### config.mk
export PLATFORM = sky130hd
export DESIGN_NAME = packTop
export DESIGN_NICKNAME = d
export VERILOG_FILES = /design/src/source/busPkg.sv /design/src/source/packPkg.sv /design/src/source/apbRegs.sv /design/src/source/packOutput.sv /design/src/source/packTop.sv /design/src/source/wordBuffer.sv /design/src/source/wordPacker.sv
export SDC_FILE = /design/constraint.sdc
export NUM_CORES = 1
export LEC_CHECK = 0
export BUFFER_PORTS_ARGS = -buffer_cell sky130_fd_sc_hd__buf_4
export CAP_MARGIN = 5
export CORE_AREA = 2 2 156 158
export CTS_BUF_LIST = sky130_fd_sc_hd__clkbuf_4 sky130_fd_sc_hd__clkbuf_8
export CTS_CLUSTER_DIAMETER = 50
export DETAILED_ROUTE_END_ITERATION = 10
export DIE_AREA = 0 0 158 160
export PLACE_DENSITY = 0.56
export REMOVE_ABC_BUFFERS = 1
export SLEW_MARGIN = 10
export SYNTH_ARGS = -nofsm -noshare
export SYNTH_HDL_FRONTEND = slang
export SYNTH_SLANG_ARGS = --single-unit
export TNS_END_PERCENT = 5
### constraint.sdc
create_clock -name clk -period 4 [get_ports clk]
set_clock_uncertainty 0.2 [all_clocks]
set_input_delay 0.4 -clock clk [delete_from_list [all_inputs] [get_ports clk]]
set_output_delay 0.4 -clock clk [all_outputs]
set_load 0.1 [all_outputs]
### src/source/busPkg.sv
// APB map for a zero-wait slave with 8-bit addresses; word entries are write only and read as 0
package busPkg;

    // ==========================================================
    // Bus widths
    // ==========================================================
    typedef logic [7:0]  apbAddr;   // Byte address, word aligned registers
    typedef logic [31:0] apbData;

    // ==========================================================
    // Register address map
    // ==========================================================
    localparam apbAddr regCtrl     = 8'h00; // Command pulses, reads 0
    localparam apbAddr regCount    = 8'h04; // Number of words minus one
    localparam apbAddr regStatus   = 8'h08; // Read only
    localparam apbAddr regWordBase = 8'h10; // Word entry 0

    // Last word entry, entries 4 apart
    localparam apbAddr regWordLast = 8'h2C;

    // ==========================================================
    // CTRL and STATUS bit positions
    // ==========================================================
    localparam int ctrlStartBit  = 0;   // Gather and pack
    localparam int ctrlBypassBit = 1;   // Zero packet, wins over start
    localparam int statusBusyBit = 0;   // Packer running or packet held

endpackage

### src/source/packPkg.sv
// Fixed sizes for an 8-word by 8-bit packet; a count k always means k+1 words
package packPkg;

    // ==========================================================
    // Datapath sizes
    // ==========================================================
    localparam int numWords  = 8;   // Max words per packet
    localparam int wordWidth = 8;

    typedef logic [wordWidth-1:0]          dataWord;
    typedef logic [$clog2(numWords)-1:0]   wordCount;   // k stands for k+1 words
    typedef logic [$clog2(numWords)-1:0]   wordAddr;    // Buffer index
    typedef logic [numWords*wordWidth-1:0] packWord;

    // ==========================================================
    // Bundles
    // ==========================================================
    typedef struct packed {
        packWord  data;     // Word 0 highest within the used bits
        wordCount count;
    } packetT;

    // Packer to buffer
    typedef struct packed {
        logic    valid;
        wordAddr addr;
    } fetchReq;

    // Buffer to packer, one cycle behind the request
    typedef struct packed {
        logic    valid;
        dataWord data;
    } fetchRsp;

    typedef enum logic {IDLE, READ} packState;

endpackage

### src/source/apbRegs.sv
// Zero-wait APB slave; commands are dropped while busy and bypass wins when both bits are set
module apbRegs (
    input  logic              clk,
    input  logic              rst_n,
    input  logic              psel,
    input  logic              penable,
    input  logic              pwrite,
    input  busPkg::apbAddr    paddr,
    input  busPkg::apbData    pwdata,
    output busPkg::apbData    prdata,
    output logic              pready,
    output logic              pslverr,
    input  logic              busy,
    output packPkg::wordCount count,
    output logic              start,
    output logic              bypass,
    output logic              wrEn,
    output packPkg::wordAddr  wrAddr,
    output packPkg::dataWord  wrData
);
    import busPkg::*;
    import packPkg::*;

    logic     access;       // Access phase
    logic     wrAccess;
    logic     isCtrl;
    logic     isCount;
    logic     isStatus;
    logic     isWord;
    logic     mapped;
    apbAddr   wordOffset;   // Offset into the word entries
    wordCount countQ;
    logic     startQ;
    logic     bypassQ;
    logic     cmdOk;

    // ==========================================================
    // Address decode
    // ==========================================================
    assign access   = psel & penable;
    assign wrAccess = access & pwrite;

    assign isCtrl   = (paddr == regCtrl);
    assign isCount  = (paddr == regCount);
    assign isStatus = (paddr == regStatus);
    assign isWord   = (paddr >= regWordBase) && (paddr <= regWordLast)
                      && (paddr[1:0] == 2'b00);     // Aligned entries only
    assign mapped   = isCtrl | isCount | isStatus | isWord;

    assign pready  = 1'b1;                  // Never stalls
    assign pslverr = access & ~mapped;      // Unmapped access

    // Read mux, CTRL and word entries read as 0
    always_comb begin
        prdata = '0;
        if (isCount) begin
            prdata = apbData'(countQ);
        end else if (isStatus) begin
            prdata[statusBusyBit] = busy;
        end
    end

    // ==========================================================
    // Word entry writes
    // ==========================================================
    assign wordOffset = paddr - regWordBase;
    assign wrEn       = wrAccess & isWord;              // Lands on the closing edge
    assign wrAddr     = wordAddr'(wordOffset >> 2);
    assign wrData     = dataWord'(pwdata);              // Low byte

    // ==========================================================
    // COUNT and command pulses
    // ==========================================================
    always_ff @(posedge clk or negedge rst_n) begin
        if (!rst_n) begin
            countQ <= '0;
        end else if (wrAccess && isCount) begin
            countQ <= wordCount'(pwdata);
        end
    end

    // Pending pulse also blocks, busy lags it by a cycle
    assign cmdOk = wrAccess & isCtrl & ~busy & ~startQ & ~bypassQ;

    always_ff @(posedge clk or negedge rst_n) begin
        if (!rst_n) begin
            startQ  <= 1'b0;
            bypassQ <= 1'b0;
        end else begin
            startQ  <= cmdOk & pwdata[ctrlStartBit] & ~pwdata[ctrlBypassBit];
            bypassQ <= cmdOk & pwdata[ctrlBypassBit];   // Bypass wins
        end
    end

    assign count  = countQ;
    assign start  = startQ;
    assign bypass = bypassQ;

    // Host must keep psel through the access phase
    apbEnableInSel: assert property (@(posedge clk) disable iff (!rst_n) penable |-> psel)
        else $error("apbRegs: penable high without psel");

endmodule

### src/source/packOutput.sv
// Single packet holder; the packer must not finish while a packet is still held
module packOutput (
    input  logic            clk,
    input  logic            rst_n,
    input  logic            done,
    input  packPkg::packetT packet,
    input  logic            running,
    output logic            outValid,
    input  logic            outReady,
    output packPkg::packetT outPacket,
    output logic            busy
);
    import packPkg::*;

    packetT heldQ;  // Payload, no reset
    logic   fullQ;
    logic   xfer;

    assign xfer = fullQ & outReady;     // Stream transfer this edge

    // ==========================================================
    // Occupancy
    // ==========================================================
    always_ff @(posedge clk or negedge rst_n) begin
        if (!rst_n) begin
            fullQ <= 1'b0;
        end else if (done) begin
            fullQ <= 1'b1;
        end else if (xfer) begin
            fullQ <= 1'b0;
        end
    end

    always_ff @(posedge clk) begin
        if (done) begin
            heldQ <= packet;
        end
    end

    assign outValid  = fullQ;
    assign outPacket = heldQ;
    assign busy      = running | fullQ;     // Blocks new commands

    // Packet must hold under back-pressure
    outStableStalled: assert property (@(posedge clk) disable iff (!rst_n)
        outValid && !outReady |=> outValid && $stable(outPacket))
        else $error("packOutput: packet changed while stalled");

    // Full holder would be overwritten
    noDoneWhenFull: assert property (@(posedge clk) disable iff (!rst_n)
        done |-> !fullQ)
        else $error("packOutput: done while holder full");

endmodule

### src/source/packTop.sv
// APB in, one packet stream out; only one packet is in flight at a time
module packTop (
    input  logic            clk,
    input  logic            rst_n,
    input  logic            psel,
    input  logic            penable,
    input  logic            pwrite,
    input  busPkg::apbAddr  paddr,
    input  busPkg::apbData  pwdata,
    output busPkg::apbData  prdata,
    output logic            pready,
    output logic            pslverr,
    output logic            outValid,
    input  logic            outReady,
    output packPkg::packetT outPacket
);
    import packPkg::*;

    wordCount count;
    logic     start;
    logic     bypass;
    logic     busy;
    logic     wrEn;
    wordAddr  wrAddr;
    dataWord  wrData;
    fetchReq  req;      // Packer to buffer
    fetchRsp  rsp;      // Buffer to packer
    logic     done;
    packetT   packet;
    logic     running;

    // Input side
    apbRegs uRegs (
        .clk(clk), .rst_n(rst_n),
        .psel(psel), .penable(penable), .pwrite(pwrite), .paddr(paddr), .pwdata(pwdata),
        .prdata(prdata), .pready(pready), .pslverr(pslverr),
        .busy(busy), .count(count), .start(start), .bypass(bypass),
        .wrEn(wrEn), .wrAddr(wrAddr), .wrData(wrData)
    );

    wordBuffer uBuffer (
        .clk(clk), .rst_n(rst_n),
        .wrEn(wrEn), .wrAddr(wrAddr), .wrData(wrData),
        .req(req), .rsp(rsp)
    );

    // Processing
    wordPacker uPacker (
        .clk(clk), .rst_n(rst_n),
        .count(count), .start(start), .bypass(bypass),
        .req(req), .rsp(rsp),
        .done(done), .packet(packet), .running(running)
    );

    // Output side
    packOutput uOutput (
        .clk(clk), .rst_n(rst_n),
        .done(done), .packet(packet), .running(running),
        .outValid(outValid), .outReady(outReady), .outPacket(outPacket),
        .busy(busy)
    );

endmodule

### src/source/wordBuffer.sv
// Eight-word memory without reset; a read written in the same cycle returns the old word
module wordBuffer (
    input  logic             clk,
    input  logic             rst_n,
    input  logic             wrEn,
    input  packPkg::wordAddr wrAddr,
    input  packPkg::dataWord wrData,
    input  packPkg::fetchReq req,
    output packPkg::fetchRsp rsp
);
    import packPkg::*;

    dataWord mem [numWords];    // Contents undefined after reset
    dataWord rdDataQ;
    logic    rdValidQ;

    // Host write port
    always_ff @(posedge clk) begin
        if (wrEn) begin
            mem[wrAddr] <= wrData;
        end
    end

    // Registered read, one cycle behind the request
    always_ff @(posedge clk) begin
        if (req.valid) begin
            rdDataQ <= mem[req.addr];
        end
    end

    always_ff @(posedge clk or negedge rst_n) begin
        if (!rst_n) begin
            rdValidQ <= 1'b0;
        end else begin
            rdValidQ <= req.valid;  // Fixed one cycle delay
        end
    end

    assign rsp = '{valid: rdValidQ, data: rdDataQ};

endmodule

### src/source/wordPacker.sv
// Expects each response exactly one cycle after its request and never gets start while running
module wordPacker (
    input  logic              clk,
    input  logic              rst_n,
    input  packPkg::wordCount count,
    input  logic              start,
    input  logic              bypass,
    output packPkg::fetchReq  req,
    input  packPkg::fetchRsp  rsp,
    output logic              done,
    output packPkg::packetT   packet,
    output logic              running
);
    import packPkg::*;

    packState state;
    packState nextState;
    wordCount countQ;   // Latched at start, host may rewrite COUNT
    wordAddr  reqCnt;   // Next address to request
    logic     reqOpen;  // Requests still to issue
    wordAddr  rxCnt;    // Words received so far
    logic     lastRx;
    logic     doneQ;
    packWord  shiftQ;

    assign lastRx = rsp.valid && (rxCnt == countQ);

    // ==========================================================
    // State machine
    // ==========================================================
    always_comb begin
        nextState = state;
        case (state)
            IDLE:    if (start) nextState = READ;
            READ:    if (lastRx) nextState = IDLE;  // All words in
            default: nextState = IDLE;
        endcase
    end

    always_ff @(posedge clk or negedge rst_n) begin
        if (!rst_n) begin
            state <= IDLE;
        end else begin
            state <= nextState;
        end
    end

    // ==========================================================
    // Request side, runs ahead of responses
    // ==========================================================
    always_ff @(posedge clk or negedge rst_n) begin
        if (!rst_n) begin
            reqOpen <= 1'b0;
            reqCnt  <= '0;
        end else if (start) begin
            reqOpen <= 1'b1;
            reqCnt  <= '0;
        end else if (reqOpen) begin
            reqCnt  <= reqCnt + 1'b1;
            reqOpen <= (reqCnt != countQ);  // Close after count+1 issues
        end
    end

    assign req = '{valid: reqOpen, addr: reqCnt};

    // ==========================================================
    // Receive side and done
    // ==========================================================
    always_ff @(posedge clk or negedge rst_n) begin
        if (!rst_n) begin
            rxCnt  <= '0;
            countQ <= '0;
            doneQ  <= 1'b0;
        end else begin
            doneQ <= lastRx | bypass;   // Cycle after last word, or straight after bypass
            if (start) begin
                rxCnt  <= '0;
                countQ <= count;
            end else if (bypass) begin
                countQ <= '0;
            end else if (rsp.valid) begin
                rxCnt <= rxCnt + 1'b1;
            end
        end
    end

    // Shift left, newest word at the bottom
    always_ff @(posedge clk) begin
        if (start || bypass) begin
            shiftQ <= '0;
        end else if (rsp.valid) begin
            shiftQ <= {shiftQ[$bits(packWord)-wordWidth-1:0], rsp.data};
        end
    end

    assign done    = doneQ;
    assign packet  = '{data: shiftQ, count: countQ};
    assign running = (state == READ) | doneQ;   // Covers the done cycle too

    // Buffer must not answer outside a fetch
    rspOnlyInRead: assert property (@(posedge clk) disable iff (!rst_n)
        rsp.valid |-> state == READ)
        else $error("wordPacker: response while idle");

    // Register block gates commands on busy
    startOnlyInIdle: assert property (@(posedge clk) disable iff (!rst_n)
        start |-> state == IDLE)
        else $error("wordPacker: start while reading");

endmodule
### Word level (Yosys, flattened, before mapping)

Memories as Yosys holds them, arrays and structs flattened. A register that Yosys moved wholly into a read port is not among the register bits.
Index checks and enable logic that the tools add are counted.

| storage, ports and cells | value |
|---|---|
| register bits after elaboration | 150 |
| memory bits (writable) | 64 |
| bits of input ports | 46 |
| output and inout bits | 102 |
| word-level logic and storage cells | 80 |
| memories kept | 1 |

| cells by class | value |
|---|---|
| add/subtract/negate cells | 3 |
| order comparisons | 2 |
| equal/unequal tests | 5 |
| mux-type cells | 19 |
| bitwise operators | 24 |
| reductions and logical operators | 12 |

Memories:

| memory | words | bits a word | rd ports | clocked after Yosys merged registers in | write ports | line | source |
|---|---|---|---|---|---|---|---|
| uBuffer.mem | 8 | 8 | 1 | 1 | 1 | wordBuffer.sv:13 | `dataWord mem [numWords];` |

Operators by type and width:

| kind | count |
|---|---|
| $mux W3 | 7 |
| $and A1 B1 Y1 | 12 |
| $mux W1 | 10 |
| $eq A8 B3 Y1 const B | 1 |
| $eq A8 B4 Y1 const B | 1 |
| $ge A8 B5 Y1 const B | 1 |
| $le A8 B6 Y1 const B | 1 |
| $logic_not A8 Y1 | 1 |
| $reduce_bool A2 Y1 | 4 |
| $add A3 B1 Y3 const B | 2 |
| $not A1 Y1 | 6 |
| $or A1 B1 Y1 | 6 |
| $sub A5 B5 Y5 const B | 1 |
| $logic_and A1 B1 Y1 | 4 |
| $eq A3 B3 Y1 | 1 |
| $ne A3 B3 Y1 | 1 |
| $logic_not A2 Y1 | 1 |
| $mux W2 | 1 |
| $ne A2 B1 Y1 const B | 1 |
| $pmux W1 S2 | 1 |
| $reduce_and A2 Y1 | 1 |
| $logic_or A1 B1 Y1 | 1 |

### Logic depth before layout (Yosys ltp)

Gate-level depths: netlist of run 1.

| logic depth | value |
|---|---|
| word-level depth | 8 |
| depth in mapped cells | 5 |
| mapped depth without buffers | 4 |

### By module

A second synthesis of run 1 with hierarchy kept.

| unflattened totals | value |
|---|---|
| cell total of the unflattened synthesis | 520 |
| area total of the unflattened synthesis | 8,390.5 µm² |

By module, submodules not included:

| module | instances | cells an instance | area an instance (µm²) | sequential area each (µm²) |
|---|---|---|---|---|
| wordPacker | 1 | 257 | 2,900.3 | 1,581.5 |
| wordBuffer | 1 | 116 | 2,803.9 | 2,187.1 |
| packOutput | 1 | 71 | 2,054.5 | 2,037.0 |
| apbRegs | 1 | 76 | 631.9 | 125.1 |

### Worst setup path after synthesis of run 1

No wires, ideal clock.

| timing path | value |
|---|---|
| path kind | input to output |
| start point | input paddr[5] |
| end point | output pslverr |
| arrival | 2.967 ns |
| required time | 3.400 ns |
| slack | 0.433 ns |
| stages | 3 |
| path buffers | 0 |
| path through | nor2_1 -> and2_1 -> a221oi_1 |

| between the ends | value |
|---|---|
| word-level cells in the longest chain between the ends | 6 |
| elaborated cells on any way between the ends | 12 |
| those cells by class | order compare: 2; eq/ne: 2; bitwise: 5; reduce/logical: 3 |

Ends and longest elaborated chain:

| element | line | source |
|---|---|---|
| start: declaration | packTop.sv:8 | `input busPkg::apbAddr paddr,` |
| $ge A8 B5 Y1, or another cell as far along | apbRegs.sv:46 | `assign isWord = (paddr >= regWordBase) && (paddr <= regWordLast)` |
| $logic_and A1 B1 Y1 / $or A1 B1 Y1 (equally long branches) | apbRegs.sv:46, apbRegs.sv:48 |  |
| $logic_and A1 B1 Y1 / $or A1 B1 Y1 (equally long branches) | apbRegs.sv:47, apbRegs.sv:48 |  |
| $or A1 B1 Y1 * | apbRegs.sv:48 | `assign mapped = isCtrl \| isCount \| isStatus \| isWord;` |
| $not A1 Y1 * | apbRegs.sv:51 | `assign pslverr = access & ~mapped;` |
| $and A1 B1 Y1 * | apbRegs.sv:51 |  |
| end: declaration | packTop.sv:12 | `output logic pslverr,` |

Every way passes the cells marked *; elsewhere a longest branch is shown, timed or not.

==> results of run 1 <==
[per-stage QoR]
| stage | utilization [%] | setup slack, ns | instances | hold WS, ns |
|---|---|---|---|---|
| after CTS | 41.6 | 1.52 | 971 | 0.0638 |
| after global routing | 41.6 | 1.47 | 971 | 0.104 |
| final | 41.6 | 1.60 | 971 | 0.0999 |
| after floorplan | - | 0.433 | 475 | -0.0956 |
| after global placement | 38.1 | 1.49 | 898 | 0.0801 |
| after detailed placement | 38.1 | 1.46 | 898 | 0.0880 |
[cell type report]
type / count / area, um2
Inverter: 1 / 3.75
Multi-Input combinational cell: 252 / 1990
Clock buffer: 56 / 689
Timing Repair Buffer: 109 / 843
Sequential cell: 222 / 5940
Tap cell: 324 / 405
Clock inverter: 7 / 31.3
Fill cell: 2194 / 13900
[sequential cells by signal (all words and copies together) (netlist names)]
| signal | cells |
|---|---|
| uPacker.reqCnt | 3 |
| uBuffer.rdValidQ | 1 |
| uRegs.start | 1 |
| uRegs.count | 3 |
| uPacker.done | 1 |
| uPacker.shiftQ | 64 |
| uBuffer.mem | 64 |
| uBuffer.rdDataQ | 8 |
| uPacker.countQ | 3 |
| uOutput.outValid | 1 |
| uRegs.bypass | 1 |
| uPacker.state | 1 |
| uPacker.rxCnt | 3 |
| uOutput.outPacket | 67 |
| uPacker.reqOpen | 1 |
[critical path: cells and delay by family (launching register included)]
kind	cells	cell delay (ns)
muxes	2	0.97
DFF	1	0.97
[power breakdown]
| group | internal [mW] | switching, mW |
|---|---|---|
| Sequential | 2.42 | 0.00164 |
| Clock | 1.09 | 0.815 |
| Combinational | 0.0268 | 0.153 |
| Total | 3.54 | 0.970 |
[how the worst min path moves through the flow]
stage,start,to,slack (ns),depth (start not counted)
2_1_floorplan,rst_n,uBuffer.rdValidQ,-0.1,0
5_1_grt,paddr[2],uRegs.start,0.10,3
3_3_place_gp,rst_n,uRegs.count[1],0.08,1
3_5_place_dp,rst_n,uRegs.count[1],0.09,1
6_report,paddr[2],uRegs.start,0.1,3
4_1_cts,paddr[2],uRegs.start,0.06,3
[kinds of logic after synthesis]
group / after synthesis / synth area share [%]
flip-flops: 222 / 72.7
other: 2 / 0.0921
multiplexers: 93 / 14.8
adder cells (fa/ha/maj): 2 / 0.307
XOR/XNOR: 10 / 1.07
AO/OA/AOI/OAI: 9 / 0.844
buffers and inverters: 51 / 4.16
AND/OR/NAND/NOR: 108 / 6.06
[Yosys cell counts, types with 4 or more instances]
master / instances
nor2_1: 78
edfxtp_1: 139
mux2i_1: 66
buf_4: 30
dfrtp_1: 19
mux4_1: 8
nand2_1: 4
dfxtp_1: 64
buf_2: 9
mux2_4: 8
mux4_2: 8
xnor2_1: 7
clkbuf_1: 6
[cells in the final DEF, fill, tap and decap left out, drive strengths merged, types with 4 or more instances in the layout]
cell	synthesis	routed
mux2i	66	66
mux2	11	11
nor2	78	78
clkinv	0	7
dfxtp	64	64
edfxtp	139	139
mux4	16	16
dfrtp	19	19
buf	44	99
xnor2	7	7
nand2	4	4
conb	2	30
clkbuf	6	56
dlygate4sd3	0	10
[per-layer routing]
metal | track usage, % | vias up | wire length, um
met5 | 0 | - | 0
met4 | 5.08 | 0 | 384
met3 | 2.39 | 33 | 629
met2 | 17.7 | 94 | 6600
met1 | 13.4 | 1991 | 5940
li1 | - | 2009 | -
==> flow_summary.json, run 1 <==
{
  "drt-initial-drc-count": 105,
  "synth_edf_count": 139,
  "min_period_ns": 2.40,
  "cp-start-kind": "register",
  "dp_hpwl_mm": 8.59,
  "postCtsSetupBuffers": 0,
  "path_max_fanout": 17,
  "n_antenna_cell": 0,
  "rsz0062_at_grt": "false",
  "reg2regPathDepth": 2,
  "cts_tree": "done",
  "port-buffer-count": 93,
  "syn_area_um2": 8160,
  "start_util_pct": 34.2,
  "path_class": "reg -> reg",
  "ir_worst_vdd_uv": 139,
  "grt_start_max_net_pins": 69,
  "htree_num_levels": 2,
  "synth_area_leader_cell": "edfxtp_1",
  "slowest_stage": "dfrtp_1",
  "root_buffer": "clkbuf_8",
  "critPathRequiredTime_ns": 4.04,
  "tns_ns": 0,
  "tightest_slew_ns": 0.959,
  "synth.distinct_cells": 39,
  "die_w_um": 158,
  "maxCapViolCount": 0,
  "routed_via_density": 4.25,
  "ys_seq_elements": 222,
  "grt.total_usage_pct": 10.8,
  "syn_area_per_cell_um2": 16.4,
  "cts_hold_buf": 10,
  "path_clk_slew_ns": 0.06,
  "max_freq_mhz": 416,
  "yosys_warnings": 0,
  "dpl-instance-area_um2": 9080,
  "cp-end-kind": "register",
  "syn_to_final_growth_pct": 21.4,
  "cts_sinks": 222,
  "cpPeakStageDelay_ns": 0.97,
  "cts_buffers": 35,
  "crit_path_cell_trace": "mux4_1 > mux2_4",
  "die-area_um2": 25300,
  "clockBufferDepth": 3,
  "power_leakage_nw": 3.79,
  "die_y_um": 160,
  "clk-insertion-delay-late_ns": 0.50,
  "vias": 4127,
  "core-area_um2": 23800,
  "rr_endpoint": "uBuffer.rdDataQ[2]",
  "antenna_found_initial": 0,
  "grt_pass1_wl_mm": 21.6,
  "arrival_ns": 2.44,
  "post_cts_resize_count": 0,
  "rrSetupSlack_ns": 1.60,
  "synth-main-ff-cell": "edfxtp_1",
  "synth_cells": 497,
  "timing.rr.start": "uPacker.reqCnt[0]",
  "cp-endpoint": "uBuffer.rdDataQ[2]",
  "maxSlewHeadroom_pct": 36.0,
  "setup_violations": 0,
  "grt_overflow": 0,
  "run_status": "finished clean",
  "routed_wl_mm": 13.6,
  "powerDensity_nw_per_um2": 455,
  "synthArstFlopShare_pct": 8.56,
  "seq_area_frac_synth_pct": 72.7,
  "num_rows": 57,
  "fin_crit_sh_pct": 60.1,
  "place.gp.congestion": 0.734,
  "drt_first_pass_iters": 4,
  "yosysTopAreaCellShare_pct": 51.2,
  "avgRoutedWirePerCell_um": 14.0,
  "nets": 669,
  "drive_above_1_share_pct": 28.4,
  "cp-startpoint": "uPacker.reqCnt[0]",
  "pin_count": 148,
  "maxSlewViolCount": 0,
  "hold_viol_final": 0,
  "drtAntennaViolNets": 0,
  "final_cell_area_um2": 9900,
  "drc": 0,
  "yosys-top-cells-area": "edfxtp_1 51%, dfxtp_1 16%, mux2i_1 8.1%",
  "grt_pass1_vias": 4127,
  "min_path_type": "in -> reg",
  "totalPowerFinal_mw": 4.51
}
(Power assumes the default switching activity.)
==> run 2: changes to the inputs <==
PLACE_DENSITY = 0.58   (was 0.56)
clock period = 1.95 ns   (was 4 ns; I/O delays follow)
==> run 2 against run 1 <==
  * The run now ends with setup timing left
  * Critical path depth grew 2
  * Combinational power grew 110%
  * Final area grew 2.3%
  * First-iteration DRC count grew 16%
  * Non-clock buffer count grew 24
  * Via count grew 4.5%
  * Sequential share of layout area shrank 1.3 points
  * Utilization grew 0.95 points
  * Final cell count grew 2.6%
  * Clock power grew 100%
==> flow_summary.json, run 2 (synthesis gave the netlist of run 1 again) <==
{
  "run_status": "complete, but fails checks",
  "failed_checks": "setup timing",
  "dpl_worst_slack_ns": 0.0185,
  "vias": 4312,
  "cp-start-kind": "register",
  "antenna_found_initial": 0,
  "tightest_slew_ns": 0.846,
  "ir_worst_vdd_uv": 327,
  "htree_num_levels": 2,
  "rsz0062_at_grt": "true",
  "max_freq_mhz": 504,
  "register_area_um2": 5940,
  "tns_ns": -0.0353,
  "path_class": "reg -> out",
  "largest_reg_flops": 67,
  "multi_input_area_um2": 1990,
  "maxSlewHeadroom_pct": 43.4,
  "cts_buffers": 36,
  "timing.rr.start": "uPacker.reqCnt[0]",
  "drt_first_pass_iters": 6,
  "drt-initial-drc-count": 122,
  "grt_overflow": 0,
  "start_util_pct": 34.2,
  "die-area_um2": 25300,
  "core-area_um2": 23800,
  "rrSetupSlack_ns": 0.04,
  "routed_via_density": 4.33,
  "maxCapViolCount": 0,
  "min_delay_path_depth": 3,
  "drive_above_1_share_pct": 31.0,
  "cts_tree": "done",
  "min_to": "uRegs.start",
  "drc": 0,
  "pin_count": 148,
  "clockBufferDepth": 3,
  "cp-end-kind": "primary output",
  "grt.total_usage_pct": 11.4,
  "min_path_type": "in -> reg",
  "rr_endpoint": "uBuffer.rdDataQ[0]",
  "arrival_ns": 1.59,
  "clk-insertion-delay-late_ns": 0.50,
  "routed_wl_mm": 14.7,
  "setup_violations": 1,
  "drtAntennaViolNets": 0,
  "setup_ws_ns": -0.0353,
  "num_rows": 57,
  "die_y_um": 160,
  "root_buffer": "clkbuf_8",
  "avgRoutedWirePerCell_um": 14.7,
  "power_leakage_nw": 3.99,
  "powerDensity_nw_per_um2": 911,
  "die_w_um": 158,
  "fin_crit_sh_pct": 102,
  "path_clk_slew_ns": 0.06,
  "place.gp.congestion": 0.744,
  "final_common_cell": "edfxtp_1",
  "syn_to_final_growth_pct": 24.2,
  "nets": 694,
  "critPathRequiredTime_ns": 1.55,
  "hp-start": "psel",
  "fill_cells": 2205,
  "n_antenna_cell": 0,
  "grt_pass1_vias": 4304,
  "maxSlewViolCount": 0,
  "port-buffer-count": 93,
  "path_max_fanout": 2,
  "reg2regPathDepth": 3,
  "grt_start_max_net_pins": 69,
  "mostFrequentLayoutCells": "139 x edfxtp_1, 112 x buf_4, 78 x nor2_1",
  "min_period_ns": 1.99,
  "grt_pass1_wl_mm": 22.5,
  "cts_sinks": 222,
  "dp_hpwl_mm": 8.97,
  "hold_viol_final": 0
}
run 2: cell count changes in the layout (fill, tap and decap cells not counted), moves of 7 or more:
cell / change
buf_4: +13
mux4_1: -7
clkinv_2: +7
mux4_2: +7
clkbuf_4: -8
run 2: how the worst max path moves through the flow:
stage	start	endpoint	depth (start not counted)	slack, ns
floorplan	uBuffer.rdValidQ	uPacker.rxCnt[0]	3	-1.30
finish	uPacker.done	prdata[0]	4	-0.04
global placement	uPacker.reqCnt[0]	uBuffer.rdDataQ[4]	3	0.05
CTS	uOutput.outValid	prdata[0]	4	-0.008
detailed placement	uPacker.reqCnt[0]	uBuffer.rdDataQ[0]	3	0.02
global route	uPacker.done	prdata[0]	4	-0.09
run 2: layout make-up:
class                   count  area share [%]
clock inverters            22            1.54
well taps                 324            4.00
repair buffers            133            10.8
inverters                   1          0.0371
multi-input cells         252            19.6
clock buffers              42            5.40
flip-flops and latches    222            58.6
run 2: critical path, stage by stage (launching register included):
cell       delay (ns)
dfrtp_2          0.43
nor3_4           0.24
o2bb2ai_2        0.10
and2_4           0.17
buf_12           0.16
run 2: power breakdown:
| group | internal, mW | total (mW) | switching, mW |
|---|---|---|---|
| Clock | 2.14 | 3.88 | 1.74 |
| Sequential | 4.97 | 4.97 | 0.00249 |
| Combinational | 0.0632 | 0.380 | 0.317 |
| Total | 7.17 | 9.23 | 2.06 |
run 2: what timing repair did:
action	CTS	global route
pin swaps	1	1
hold endpoints to repair	97	0
gates resized for setup	6	9
hold buffers	17	0
buffers inserted	3	2
endpoints found under the setup margin	1	12
run 2: metal layers:
metal | vias to the layer above | track usage (%) | share of wire, %
li1 | 2061 | - | -
met1 | 2104 | 13.7 | 42
met2 | 116 | 19.5 | 49
met3 | 31 | 3.01 | 5.5
met4 | 0 | 4.55 | 2.6
met5 | - | 0 | 0
run 2: metrics by stage:
stage	area [um2]	power, mW	hold WS, ns	std cells	utilization, %
finish	10100	9.23	0.0362	996	42.5
global route	10100	9.58	0.0251	996	42.5
CTS	10100	9.36	0.00475	994	42.5
detailed placement	9210	5.42	-0.118	910	38.7
global placement	9210	5.41	-0.123	910	38.7
floorplan	7930	5.35	-0.301	475	-
==> run 3: changes to the inputs <==
==> constraint.sdc (replaced) <==
create_clock -name clk -period 1.95 [get_ports clk]
set_clock_uncertainty 0.2 [all_clocks]
set_input_delay 0.4875 -clock clk [delete_from_list [all_inputs] [get_ports clk]]
set_output_delay 0.4875 -clock clk [all_outputs]
set_load 0.1 [all_outputs]
==> run 3 against run 2 <==
  * The run still ends with setup timing left
  * Flip-flop and latch count did not move
  * Wire length fell by 3.2%
  * Die area did not move
  * Global-route usage fell by 0.11 points
  * Final area rose by 0.62%
  * Utilization rose by 0.26 points
  * Via count fell by 0.51%
  * Critical path depth did not move
  * Power rose by 0.70%
  * Setup slack got worse by 0.25 ns
  * Register-to-register slack barely moved
  * Critical endpoint unchanged
  * Largest power group unchanged
  * Highest routed layer unchanged
==> flow_summary.json, run 3 (synthesis gave the netlist of run 1 again) <==
{
  "final_common_cell": "edfxtp_1",
  "gr-usage-met3_pct": 3.31,
  "failed_checks": "setup timing",
  "maxCapViolCount": 0,
  "die-area_um2": 25300,
  "grt_start_max_net_pins": 69,
  "cts_buffers": 36,
  "routed_via_density": 4.33,
  "grt_pass1_vias": 4408,
  "dp_hpwl_mm": 8.92,
  "path_max_fanout": 2,
  "grt_pass1_wl_mm": 22.5,
  "critPathRequiredTime_ns": 1.26,
  "path_class": "reg -> out",
  "setup_violations": 4,
  "cp-end-kind": "primary output",
  "start_util_pct": 34.2,
  "register_area_um2": 5940,
  "die_w_um": 158,
  "arrival_ns": 1.54,
  "htree_num_levels": 2,
  "port-buffer-count": 93,
  "crit_path_cell_trace": "nor3_4 > o2bb2ai_2 > and2_4 > buf_12",
  "path_clk_slew_ns": 0.06,
  "core-area_um2": 23800,
  "hold_viol_final": 0,
  "hp-start": "pwdata[0]",
  "power_leakage_nw": 4.02,
  "slowest_stage": "dfrtp_2",
  "fin_crit_sh_pct": 114,
  "grt.total_usage_pct": 11.3,
  "drt_first_pass_iters": 4,
  "routed_wl_mm": 14.2,
  "die_y_um": 160,
  "root_buffer": "clkbuf_8",
  "fill_cells": 2206,
  "min_path_type": "in -> reg",
  "cp-start-kind": "register",
  "avgRoutedWirePerCell_um": 14.3,
  "totalPowerFinal_mw": 9.29,
  "timing.rr.start": "uPacker.reqCnt[0]",
  "rsz0062_at_grt": "true",
  "pin_count": 148,
  "run_status": "complete, but fails checks",
  "cts_tree": "done",
  "clockBufferDepth": 3,
  "globalRouteMet2Util_pct": 19.1,
  "drt-initial-drc-count": 148,
  "antenna_found_initial": 0,
  "powerDensity_nw_per_um2": 912,
  "met1_usage_pct": 13.4,
  "dpl_worst_slack_ns": -0.310,
  "largest_reg_flops": 67,
  "nets": 690,
  "top_usage_layer": "met2",
  "rrSetupSlack_ns": 0.03,
  "rr_endpoint": "uBuffer.rdDataQ[0]",
  "place.gp.congestion": 0.708,
  "cp-endpoint": "prdata[0]",
  "multi_input_area_um2": 2030,
  "fin_cells": 991,
  "maxSlewHeadroom_pct": 40.9,
  "drtAntennaViolNets": 0,
  "grt_overflow": 0,
  "clk-insertion-delay-late_ns": 0.51,
  "syn_to_final_growth_pct": 24.9,
  "cp-startpoint": "uPacker.done",
  "cpPeakStageDelay_ns": 0.42,
  "dpl.cell_count": 921,
  "mostFrequentLayoutCells": "139 x edfxtp_1, 111 x buf_4, 78 x nor2_1",
  "min_period_ns": 2.23,
  "cts_sinks": 222,
  "tightest_slew_ns": 0.886,
  "setup_ws_ns": -0.281,
  "maxSlewViolCount": 0,
  "ir_worst_vdd_uv": 433,
  "vias": 4290,
  "reg2regPathDepth": 3,
  "max_freq_mhz": 448,
  "num_rows": 57,
  "drc": 0,
  "drive_above_1_share_pct": 32.1,
  "n_antenna_cell": 0,
  "tns_ns": -0.702
}
run 3: cell types whose count changed in the layout (fill, tap and decap cells not counted), sizes merged, moves of 7 or more:
cell and change:
clkbuf +12, buf +7, clkinv -12, dlygate4sd3 -10
run 3: worst min path at each step:
stage	slack (ns)	endpoint	cells after the start
after floorplan	-0.008	uBuffer.rdValidQ	0
after global placement	0.17	uOutput.outValid	1
after detailed placement	0.17	uRegs.count[1]	1
after CTS	0.01	uBuffer.mem[3][0]	1
after global routing	0.02	uBuffer.mem[3][0]	1
final	0.04	uBuffer.mem[2][0]	1
run 3: timing repair:
action	4_1_cts	5_1_grt
setup buffers	1	0
endpoints found under the hold margin	56	0
setup endpoints to repair	4	7
hold buffers	6	0
resized for setup	24	1
pin swaps	3	0
run 3: worst max-delay path, delay by kind of cell (launching register included):
kind / cells / cell delay (ns)
buf+inv: 1 / 0.16
simple gates: 2 / 0.38
compound gates: 1 / 0.08
flops: 1 / 0.42
run 3: per-stage QoR:
stage | area, um2 | utilization [%] | hold WS (ns)
detailed placement | 9300 | 39.1 | 0.171
CTS | 10200 | 42.8 | 0.0136
global placement | 9300 | 39.1 | 0.168
finish | 10200 | 42.8 | 0.0446
global route | 10200 | 42.8 | 0.0213
floorplan | 7930 | - | -0.00809
run 3: area by class of cell:
cell class              count  share of cell area, %
clock inverters             9                  0.688
clock buffers              54                   6.37
multi-input cells         252                   19.9
repair buffers            129                   10.8
flip-flops and latches    222                   58.2
inverters                   1                 0.0368
well taps                 324                   3.98
run 3: layer usage:
metal,vias to the layer above,part of all wire [%]
met2,104,49
met5,-,0
li1,2050,-
met1,2104,43
met3,32,5.3
met4,0,2.8
run 3: power breakdown:
part	internal (mW)	switching [mW]	leakage (nW)
Sequential	4.97	0.00235	2.16
Combinational	0.0655	0.319	1.48
Clock	2.26	1.68	0.380
Total	7.29	2.00	4.02
